$ cat src/rtl/trig_pkg.sv
/*
 * shared definitions for the debug trigger block
 * word and csr number types, trigger csr numbers,
 * tdata1 field positions and the structs passed between blocks
 */
package trig_pkg;

	// --------------------------------------------------------------------------
	// basic types

	localparam int XLEN      = 32;
	localparam int CSR_NUM_W = 12;

	typedef logic [XLEN-1:0]      xlen_t;    // data word and pc
	typedef logic [CSR_NUM_W-1:0] csr_num_t; // csr number, paddr[13:2]

	// --------------------------------------------------------------------------
	// csr numbers

	localparam csr_num_t CSR_TSELECT  = 12'h7a0;
	localparam csr_num_t CSR_TDATA1   = 12'h7a1;
	localparam csr_num_t CSR_TDATA2   = 12'h7a2;
	localparam csr_num_t CSR_TINFO    = 12'h7a4;
	localparam csr_num_t CSR_TCONTROL = 12'h7a5;
	localparam csr_num_t CSR_TBREAKPC = 12'h7c0; // custom, read only

	// tdata1 (mcontrol) bit positions
	localparam int TD1_TYPE_LSB = 28; // type field is [31:28]
	localparam int TD1_DMODE    = 27;
	localparam int TD1_ACTION   = 12; // only bit 0 of the action field is kept
	localparam int TD1_M        = 6;
	localparam int TD1_U        = 3;
	localparam int TD1_EXECUTE  = 2;

	localparam logic [3:0] TRIG_TYPE_MCONTROL = 4'h2; // address/data match

	// tinfo values, one bit per supported type
	localparam xlen_t TINFO_MCONTROL = 32'h0000_0004; // type 2 only
	localparam xlen_t TINFO_NONE     = 32'h0000_0001; // no trigger at tselect

	localparam int TCONTROL_MTE = 3; // trigger to m-mode enable

	// --------------------------------------------------------------------------
	// structs

	// config access from the csr block into the trigger unit
	typedef struct packed {
		csr_num_t addr;
		logic     wen;
		xlen_t    wdata;
	} cfg_req_t;

	// what the core presents every cycle
	typedef struct packed {
		xlen_t pc;
		logic  pc_valid;
		logic  m_mode;   // 1 = m-mode, 0 = u-mode
		logic  d_mode;
	} core_state_t;

	// combinational match result
	typedef struct packed {
		logic any;
		logic d_mode; // break goes to d-mode
	} break_t;

endpackage

$ cat src/rtl/trig_break_hold.sv
/*
 * break request holding register
 * captures a hit with its pc, holds it until the core acknowledges
 */
`timescale 1ns/1ps

module trig_break_hold (
	input  logic                  clk,
	input  logic                  rst_n,
	input  trig_pkg::core_state_t core,
	input  trig_pkg::break_t      brk,       // combinational match result
	input  logic                  break_ack,
	output logic                  break_req,
	output logic                  break_to_dmode,
	output trig_pkg::xlen_t       break_pc
);

	logic capture;  // qualified hit with nothing pending

	// new hits are dropped while a request waits for its ack
	assign capture = core.pc_valid && brk.any && !break_req;

	// --------------------------------------------------------------------------
	// pending request

	always_ff @(posedge clk or negedge rst_n) begin
		if (!rst_n) begin
			break_req      <= 1'b0;
			break_to_dmode <= 1'b0;
		end else if (capture) begin
			break_req      <= 1'b1;
			break_to_dmode <= brk.d_mode;
		end else if (break_ack) begin
			break_req      <= 1'b0;  // drops one cycle after the ack
			break_to_dmode <= 1'b0;
		end
	end

	// --------------------------------------------------------------------------
	// break pc, also read back as tbreakpc

	// keeps the last taken break after the ack
	always_ff @(posedge clk or negedge rst_n) begin
		if (!rst_n)
			break_pc <= '0;
		else if (capture)
			break_pc <= core.pc;
	end

endmodule

$ cat src/rtl/trig_csr_apb.sv
/*
 * apb slave for the trigger csrs
 * csr decode, tcontrol register, tbreakpc readback, read data mux
 */
`timescale 1ns/1ps

module trig_csr_apb #(
	parameter int N_TRIGGERS = 4
) (
	input  logic               clk,
	input  logic               rst_n,
	// apb
	input  logic               psel,
	input  logic               penable,
	input  logic               pwrite,
	input  logic [13:0]        paddr,
	input  trig_pkg::xlen_t    pwdata,
	output trig_pkg::xlen_t    prdata,
	output logic               pready,
	output logic               pslverr,
	// trigger unit side
	output trig_pkg::cfg_req_t cfg,
	input  trig_pkg::xlen_t    cfg_rdata,
	output logic               trig_m_en,
	// break hold side
	input  trig_pkg::xlen_t    break_pc
);
	import trig_pkg::*;

	logic     setup_q;  // set after a setup phase, marks the access phase
	logic     access;
	csr_num_t csr_num;
	logic     is_trig;  // handled by trig_match
	logic     known;
	logic     mte;

	// --------------------------------------------------------------------------
	// apb phase tracking

	always_ff @(posedge clk or negedge rst_n) begin
		if (!rst_n)
			setup_q <= 1'b0;
		else
			setup_q <= psel && !penable;
	end

	assign access  = psel && penable && setup_q;
	assign pready  = access;  // zero wait states
	assign csr_num = paddr[13:2];

	assign is_trig = csr_num == CSR_TSELECT || csr_num == CSR_TDATA1 ||
		csr_num == CSR_TDATA2 || csr_num == CSR_TINFO;
	assign known   = is_trig || csr_num == CSR_TCONTROL || csr_num == CSR_TBREAKPC;
	assign pslverr = access && !known;

	// tinfo is read only, so it never raises wen
	assign cfg = '{
		addr:  csr_num,
		wen:   access && pwrite && is_trig && csr_num != CSR_TINFO,
		wdata: pwdata
	};

	// --------------------------------------------------------------------------
	// tcontrol, only mte is writable

	always_ff @(posedge clk or negedge rst_n) begin
		if (!rst_n)
			mte <= 1'b0;
		else if (access && pwrite && csr_num == CSR_TCONTROL)
			mte <= pwdata[TCONTROL_MTE];
	end

	assign trig_m_en = mte;

	// read data, driven only during a read access phase
	always_comb begin
		prdata = '0;
		if (access && !pwrite) begin
			if (is_trig)
				prdata = cfg_rdata;
			else if (csr_num == CSR_TCONTROL)
				prdata[TCONTROL_MTE] = mte;
			else if (csr_num == CSR_TBREAKPC)
				prdata = break_pc; // last taken break
		end
	end

endmodule

$ cat src/rtl/trig_match.sv
/*
 * breakpoint trigger unit
 * per trigger mcontrol fields and tdata2, tselect indexed csr access,
 * exact pc match producing m-mode or d-mode break requests
 */
`timescale 1ns/1ps

module trig_match #(
	parameter int BREAKPOINT_TRIGGERS = 4
) (
	input  logic                  clk,
	input  logic                  rst_n,
	input  trig_pkg::cfg_req_t    cfg,
	output trig_pkg::xlen_t       cfg_rdata,
	input  trig_pkg::core_state_t core,
	input  logic                  trig_m_en,  // tcontrol.mte
	output trig_pkg::break_t      brk
);
	import trig_pkg::*;

	// at least one index bit, also for a single trigger
	localparam int W_IDX = (BREAKPOINT_TRIGGERS > 1) ? $clog2(BREAKPOINT_TRIGGERS) : 1;

	// --------------------------------------------------------------------------
	// configuration state

	xlen_t tselect;  // full value, out of range is legal and selects nothing

	logic  td1_dmode   [BREAKPOINT_TRIGGERS];
	logic  td1_action  [BREAKPOINT_TRIGGERS]; // 0 = m-mode, 1 = d-mode
	logic  td1_m       [BREAKPOINT_TRIGGERS];
	logic  td1_u       [BREAKPOINT_TRIGGERS];
	logic  td1_execute [BREAKPOINT_TRIGGERS];
	xlen_t tdata2      [BREAKPOINT_TRIGGERS]; // match address

	logic [W_IDX-1:0] sel_idx;
	logic             sel_valid;
	logic             sel_writable;

	assign sel_valid = tselect < BREAKPOINT_TRIGGERS;
	assign sel_idx   = tselect[W_IDX-1:0];

	// a d-mode owned trigger is locked outside debug mode
	assign sel_writable = sel_valid && !(td1_dmode[sel_idx] && !core.d_mode);

	// --------------------------------------------------------------------------
	// configuration write port

	always_ff @(posedge clk or negedge rst_n) begin
		if (!rst_n) begin
			tselect <= '0;
			for (int i = 0; i < BREAKPOINT_TRIGGERS; i++) begin
				td1_dmode[i]   <= 1'b0;
				td1_action[i]  <= 1'b0;
				td1_m[i]       <= 1'b0;
				td1_u[i]       <= 1'b0;
				td1_execute[i] <= 1'b0;
				tdata2[i]      <= '0;
			end
		end else if (cfg.wen) begin
			if (cfg.addr == CSR_TSELECT) begin
				tselect <= cfg.wdata;
			end else if (sel_writable) begin
				if (cfg.addr == CSR_TDATA1) begin
					if (core.d_mode)
						td1_dmode[sel_idx] <= cfg.wdata[TD1_DMODE]; // only debugger claims it
					td1_action[sel_idx]  <= cfg.wdata[TD1_ACTION];
					td1_m[sel_idx]       <= cfg.wdata[TD1_M];
					td1_u[sel_idx]       <= cfg.wdata[TD1_U];
					td1_execute[sel_idx] <= cfg.wdata[TD1_EXECUTE];
				end else if (cfg.addr == CSR_TDATA2) begin
					tdata2[sel_idx] <= cfg.wdata;
				end
			end
		end
	end

	// --------------------------------------------------------------------------
	// configuration read port

	always_comb begin
		cfg_rdata = '0;
		case (cfg.addr)
			CSR_TSELECT: cfg_rdata = tselect;
			CSR_TDATA1: begin
				// nonexistent trigger reads as type 0
				if (sel_valid) begin
					cfg_rdata[TD1_TYPE_LSB +: 4] = TRIG_TYPE_MCONTROL;
					cfg_rdata[TD1_DMODE]         = td1_dmode[sel_idx];
					cfg_rdata[TD1_ACTION]        = td1_action[sel_idx];
					cfg_rdata[TD1_M]             = td1_m[sel_idx];
					cfg_rdata[TD1_U]             = td1_u[sel_idx];
					cfg_rdata[TD1_EXECUTE]       = td1_execute[sel_idx];
				end
			end
			CSR_TDATA2: begin
				if (sel_valid)
					cfg_rdata = tdata2[sel_idx];
			end
			CSR_TINFO: cfg_rdata = sel_valid ? TINFO_MCONTROL : TINFO_NONE;
			default:   cfg_rdata = '0;
		endcase
	end

	// --------------------------------------------------------------------------
	// pc match

	logic [BREAKPOINT_TRIGGERS-1:0] hit_d;  // wants a break into d-mode
	logic [BREAKPOINT_TRIGGERS-1:0] hit_m;  // wants a trap into m-mode

	always_comb begin
		hit_d = '0;
		hit_m = '0;
		for (int i = 0; i < BREAKPOINT_TRIGGERS; i++) begin
			// no matching while already halted
			if (td1_execute[i] && tdata2[i] == core.pc && !core.d_mode &&
				(core.m_mode ? td1_m[i] : td1_u[i])) begin
				hit_d[i] = td1_action[i] && td1_dmode[i];
				hit_m[i] = !td1_action[i] && trig_m_en;
			end
		end
	end

	assign brk = '{
		any:    (|hit_d) || (|hit_m),
		d_mode: |hit_d
	};

endmodule

$ cat src/rtl/trig_subsys.sv
/*
 * debug trigger subsystem top level
 * apb csr slave, breakpoint trigger unit, break request holding
 */
`timescale 1ns/1ps

module trig_subsys #(
	parameter int N_TRIGGERS = 4  // 1 to 16
) (
	input  logic            clk,
	input  logic            rst_n,
	// apb slave
	input  logic            psel,
	input  logic            penable,
	input  logic            pwrite,
	input  logic [13:0]     paddr,
	input  trig_pkg::xlen_t pwdata,
	output trig_pkg::xlen_t prdata,
	output logic            pready,
	output logic            pslverr,
	// core
	input  trig_pkg::xlen_t pc,
	input  logic            pc_valid,
	input  logic            m_mode,
	input  logic            d_mode,
	input  logic            break_ack,
	output logic            break_req,
	output logic            break_to_dmode,
	output trig_pkg::xlen_t break_pc
);
	import trig_pkg::*;

	cfg_req_t    cfg;
	xlen_t       cfg_rdata;
	logic        trig_m_en;
	core_state_t core_st;
	break_t      brk;

	assign core_st = '{pc: pc, pc_valid: pc_valid, m_mode: m_mode, d_mode: d_mode};

	trig_csr_apb #(.N_TRIGGERS(N_TRIGGERS)) u_csr_apb (
		.clk       (clk),
		.rst_n     (rst_n),
		.psel      (psel),
		.penable   (penable),
		.pwrite    (pwrite),
		.paddr     (paddr),
		.pwdata    (pwdata),
		.prdata    (prdata),
		.pready    (pready),
		.pslverr   (pslverr),
		.cfg       (cfg),
		.cfg_rdata (cfg_rdata),
		.trig_m_en (trig_m_en),
		.break_pc  (break_pc)
	);

	trig_match #(.BREAKPOINT_TRIGGERS(N_TRIGGERS)) u_match (
		.clk       (clk),
		.rst_n     (rst_n),
		.cfg       (cfg),
		.cfg_rdata (cfg_rdata),
		.core      (core_st),
		.trig_m_en (trig_m_en),
		.brk       (brk)
	);

	trig_break_hold u_break_hold (
		.clk            (clk),
		.rst_n          (rst_n),
		.core           (core_st),
		.brk            (brk),
		.break_ack      (break_ack),
		.break_req      (break_req),
		.break_to_dmode (break_to_dmode),
		.break_pc       (break_pc)
	);

endmodule

$ cat config.mk
export PLATFORM = sky130hd
export DESIGN_NAME = trig_subsys
export DESIGN_NICKNAME = d
export VERILOG_FILES = /design/src/rtl/trig_pkg.sv /design/src/rtl/trig_break_hold.sv /design/src/rtl/trig_csr_apb.sv /design/src/rtl/trig_match.sv /design/src/rtl/trig_subsys.sv
export SDC_FILE = /design/constraint.sdc
export NUM_CORES = 1
export LEC_CHECK = 0
export BUFFER_PORTS_ARGS = -buffer_cell sky130_fd_sc_hd__buf_2
export CAP_MARGIN = 15
export CORE_ASPECT_RATIO = 1.1
export CORE_MARGIN = 5
export CORE_UTILIZATION = 40
export CTS_BUF_LIST = sky130_fd_sc_hd__clkbuf_4
export DETAILED_ROUTE_END_ITERATION = 10
export GPL_TIMING_DRIVEN = 0
export HOLD_SLACK_MARGIN = 0.15
export SETUP_SLACK_MARGIN = 0.05
export SYNTH_ARGS = -nofsm -noshare
export SYNTH_HDL_FRONTEND = slang
export SYNTH_SLANG_ARGS = --single-unit
$ cat constraint.sdc
create_clock -name clk -period 4.2 [get_ports clk]
set_input_delay 1.05 -clock clk [delete_from_list [all_inputs] [get_ports clk]]
set_output_delay 1.05 -clock clk [all_outputs]
set_load 0.02 [all_outputs]
==> flow_summary.yaml <==
place:
  port-buffer-count: 126
  hpwl_um: 30990
  dp.cells: 1410
  postPlaceCellArea_um2: 12870
  preCtsSetupSlack_ps: -817.0
  place_congestion: 0.9773
floorplan:
  rows: 65
  die-area_um2: 32810
  core_area_um2: 28790
  die_h_um: 189.5
  die_w_um: 173.2
  initial_core_util_pct: 40.69
  io_pins: 155
pwr:
  p_per_area_nw_per_um2: 304.5
  switching_share_pct: 25.24
  power.internal_mw: 3.174
  clkPwrFrac_pct: 44.9
  seq_power_share_pct: 49.0
  power_leakage_nw: 6.421
  power.switching_mw: 1.072
  combPwrFrac_pct: 6.1
  ir_worst_vdd_uv: 148.5
cts:
  h-tree-depth: 2
  cts-root-buf: "clkbuf_4"
  holdBufCountCts: 0
  cts_buffer_depth: 3
  cts_inserted_buffers: 58
  cts_tree: "yes"
  clk_pin_slew_ps: 70
  clock_sinks: 216
  clk_latency_ps: 720
logic_synthesis:
  synth_area_per_cell_um2: 12.83
  seq_area_frac_synth_pct: 46.14
  synth_area_um2: 11710
  synth_area_leader_cell: "dfrtp_1"
  ys_ff_latch: 216
  netlist_top_cells_area: "dfrtp_1 46%, mux2_2 16%, xnor2_1 7.6%, mux4_2 7.1%, mux2_4 3.7%"
  ys_types: 56
  yosys.area.top_type_share_pct: 46.14
  synth_enable_flop_cells: 0
  syn_inst: 913
  ys_warn_count: 0
  synthFlopType: "dfrtp_1"
  synth_nets: 1000
  async_flop_share_pct: 100.0
worst_setup_path:
  endpoint_kind: "primary output"
  crit_type: "input port to primary output"
  critPathArrivalTime_ps: 3250
  reg2reg_from: "u_match.tselect[6]$_DFFE_PN0P_"
  crit_path_start_kind: "input port"
  r2r_slack_ps: 930
  rr_worst_depth: 9
  crit_fanout: 10
  worstPathRequired_ps: 3150
  r2r_end: "u_match.tdata2[121]$_DFFE_PN0P_"
final_layout:
  instances_no_fill: 1518
  nFillCells: 2690
  stdcell_area_um2: 13940
  drive_above_1_share_pct: 45.52
  nNetsFinal: 1196
  final_util_pct: 48.43
  area_delta_synth_final_pct: 19.02
sta:
  drv_slew: 0
  tightest_slew_ps: 1001
  fmax_ghz: 0.2328
  clock_skew_ps: 54.91
  fin_setup_tns_ps: -421.1
  rsz0062_at_grt: "true"
  setup_viol_count_final: 15
  hold_viol_final: 0
  fin_crit_sh_pct: 102.3
  worst_slack_ps: -95.42
  period_minus_slack_ps: 4295
  relSlewSlack_pct: 33.25
drt:
  vias: 8842
  drt-initial-drc-count: 906
  ant_nets: 0
  route.detailed.drc: 0
  wl_per_cell_um: 27.32
  dr.pass1.iters: 6
  totalWireLength_um: 41470
  viasPerCell: 5.825
grt:
  grt_usage_pct: 24.95
  overflow: 0
  grt_pass1_vias: 9172
  grt_pass1_wl_um: 61040
  grt_max_degree: 117
  antenna_found_initial: 1
run_status:
  violations: "negative setup slack"
  status: "finished, violations left"
run:
  drv_cap: 0
hold_path:
  worstHoldPathType: "input port to asynchronous set/reset pin"
critical path, cell delays in order:
cell	delay, ps
buf_2	90
or3b_1	500
nor3_2	410
buf_2	280
clkbuf_4	310
a222oi_1	180
a21oi_1	230
buf_4	190
state kept, by name, indices dropped and copies added, names as in the netlist:
signal and count:
u_csr_apb.trig_m_en 1, u_break_hold.break_pc 32, u_break_hold.break_to_dmode 1, u_match.td1_m 4, u_match.td1_u 4, u_csr_apb.setup_q 1
u_break_hold.break_req 1, u_match.td1_action 4, u_match.td1_execute 4, u_match.tselect 32, u_match.tdata2 128, u_match.td1_dmode 4
through the flow:
stage,hold slack [ps],power (mW)
final,398.6,4.245
after global routing,424.7,4.426
after CTS,387.2,4.294
after detailed placement,518.4,2.376
after global placement,511.7,2.373
after floorplan,488.6,2.216
cells in the mapped netlist (3+ instances only):
master	count
buf_2	13
nor4_1	15
nor3_1	11
mux4_2	37
a22o_1	3
a21oi_1	8
dfrtp_1	216
buf_1	7
nand3_1	3
nor2_1	42
and3_1	5
nand2b_1	16
o221ai_1	5
xnor2_1	101
buf_12	3
mux2_4	29
nor2b_1	13
nand4_1	33
mux2_1	16
nand2_1	28
buf_6	3
buf_4	9
o22ai_1	5
mux2_2	164
o21ai_0	6
a222oi_1	29
clkbuf_1	37
o2111ai_1	5
inv_1	19
layout by cell type (no fill, tap or decap), types with 3 or more instances in the layout:
cell       instances
buf_4             45
nand3_1            3
nor4_4             3
mux2_1            16
dfrtp_1          214
and3_1             3
o2111ai_1          5
nand4_1           33
nor3_1            10
mux4_2            37
nor2b_1           13
buf_12             4
o221ai_1           5
nor4_1            12
buf_16             3
nand2_1           28
o21ai_0            6
clkbuf_4          92
inv_1             19
a21oi_1            6
a222oi_1          29
buf_2            110
a22o_1             3
mux2_2           164
xnor2_1          101
nand2b_1          16
buf_6              5
nor2_1            42
o22ai_1            5
clkbuf_1          26
clkinv_1           6
clkbuf_2           6
mux2_4            29
layout make-up:
cell class	count	area, µm²	share of cell area (%)
multi-input cells	606	5916	42.43
flip-flops and latches	216	5408	38.79
repair buffers	138	870.8	6.246
clock buffers	89	668.1	4.792
plain buffers	70	470.5	3.374
well taps	368	460.4	3.303
clock inverters	11	75.07	0.5385
inverters	19	71.32	0.5115
diodes	1	2.502	0.01795
how the worst max path moves through the flow:
stage / from / endpoint / depth (start not counted)
finish: paddr[5] / prdata[27] / 8
global route: u_match.tselect[21]$_DFFE_PN0P_ / prdata[27] / 8
CTS: u_match.tselect[19]$_DFFE_PN0P_ / prdata[27] / 8
detailed placement: paddr[5] / prdata[12] / 8
global placement: rst_n / u_break_hold.break_pc[19]$_DFFE_PN0P_ / 1
floorplan: paddr[5] / prdata[6] / 7
cell families after synthesis:
kind of cell | after synthesis | synth area share, %
mux | 247 | 28.22
flops | 216 | 46.14
simple gates | 180 | 8.471
xor+xnor | 102 | 7.627
buf+inv | 91 | 3.952
compound gates | 77 | 5.587
routing by layer:
metal / track usage (%) / wire, µm / up-vias
li1: - / - / 3805
met2: 40.51 / 19650 / 395
met3: 5.711 / 3112 / 81
met4: 8.167 / 1299 / 0
met5: 0 / 0 / -
met1: 33.35 / 17410 / 4561
power groups by stage:
| stage | clock network [mW] | registers, mW | logic (mW) |
|---|---|---|---|
| 6_report | 1.90 | 2.08 | 0.260 |
| 5_1_grt | 2.07 | 2.08 | 0.279 |
| 4_1_cts | 1.96 | 2.08 | 0.257 |
| 3_5_place_dp | 0 | 2.12 | 0.256 |
| 3_3_place_gp | 0 | 2.12 | 0.252 |
| 2_1_floorplan | 0 | 2.12 | 0.0955 |
repair_timing:
item / 4_1_cts / 5_1_grt
gates resized for setup: 74 / 8
pin swaps: 15 / 6
buffers inserted: 7 / 1
cloned: 1 / 0
endpoints found under the setup margin: 32 / 32
No activity file was read; power rests on OpenSTA's default activity.
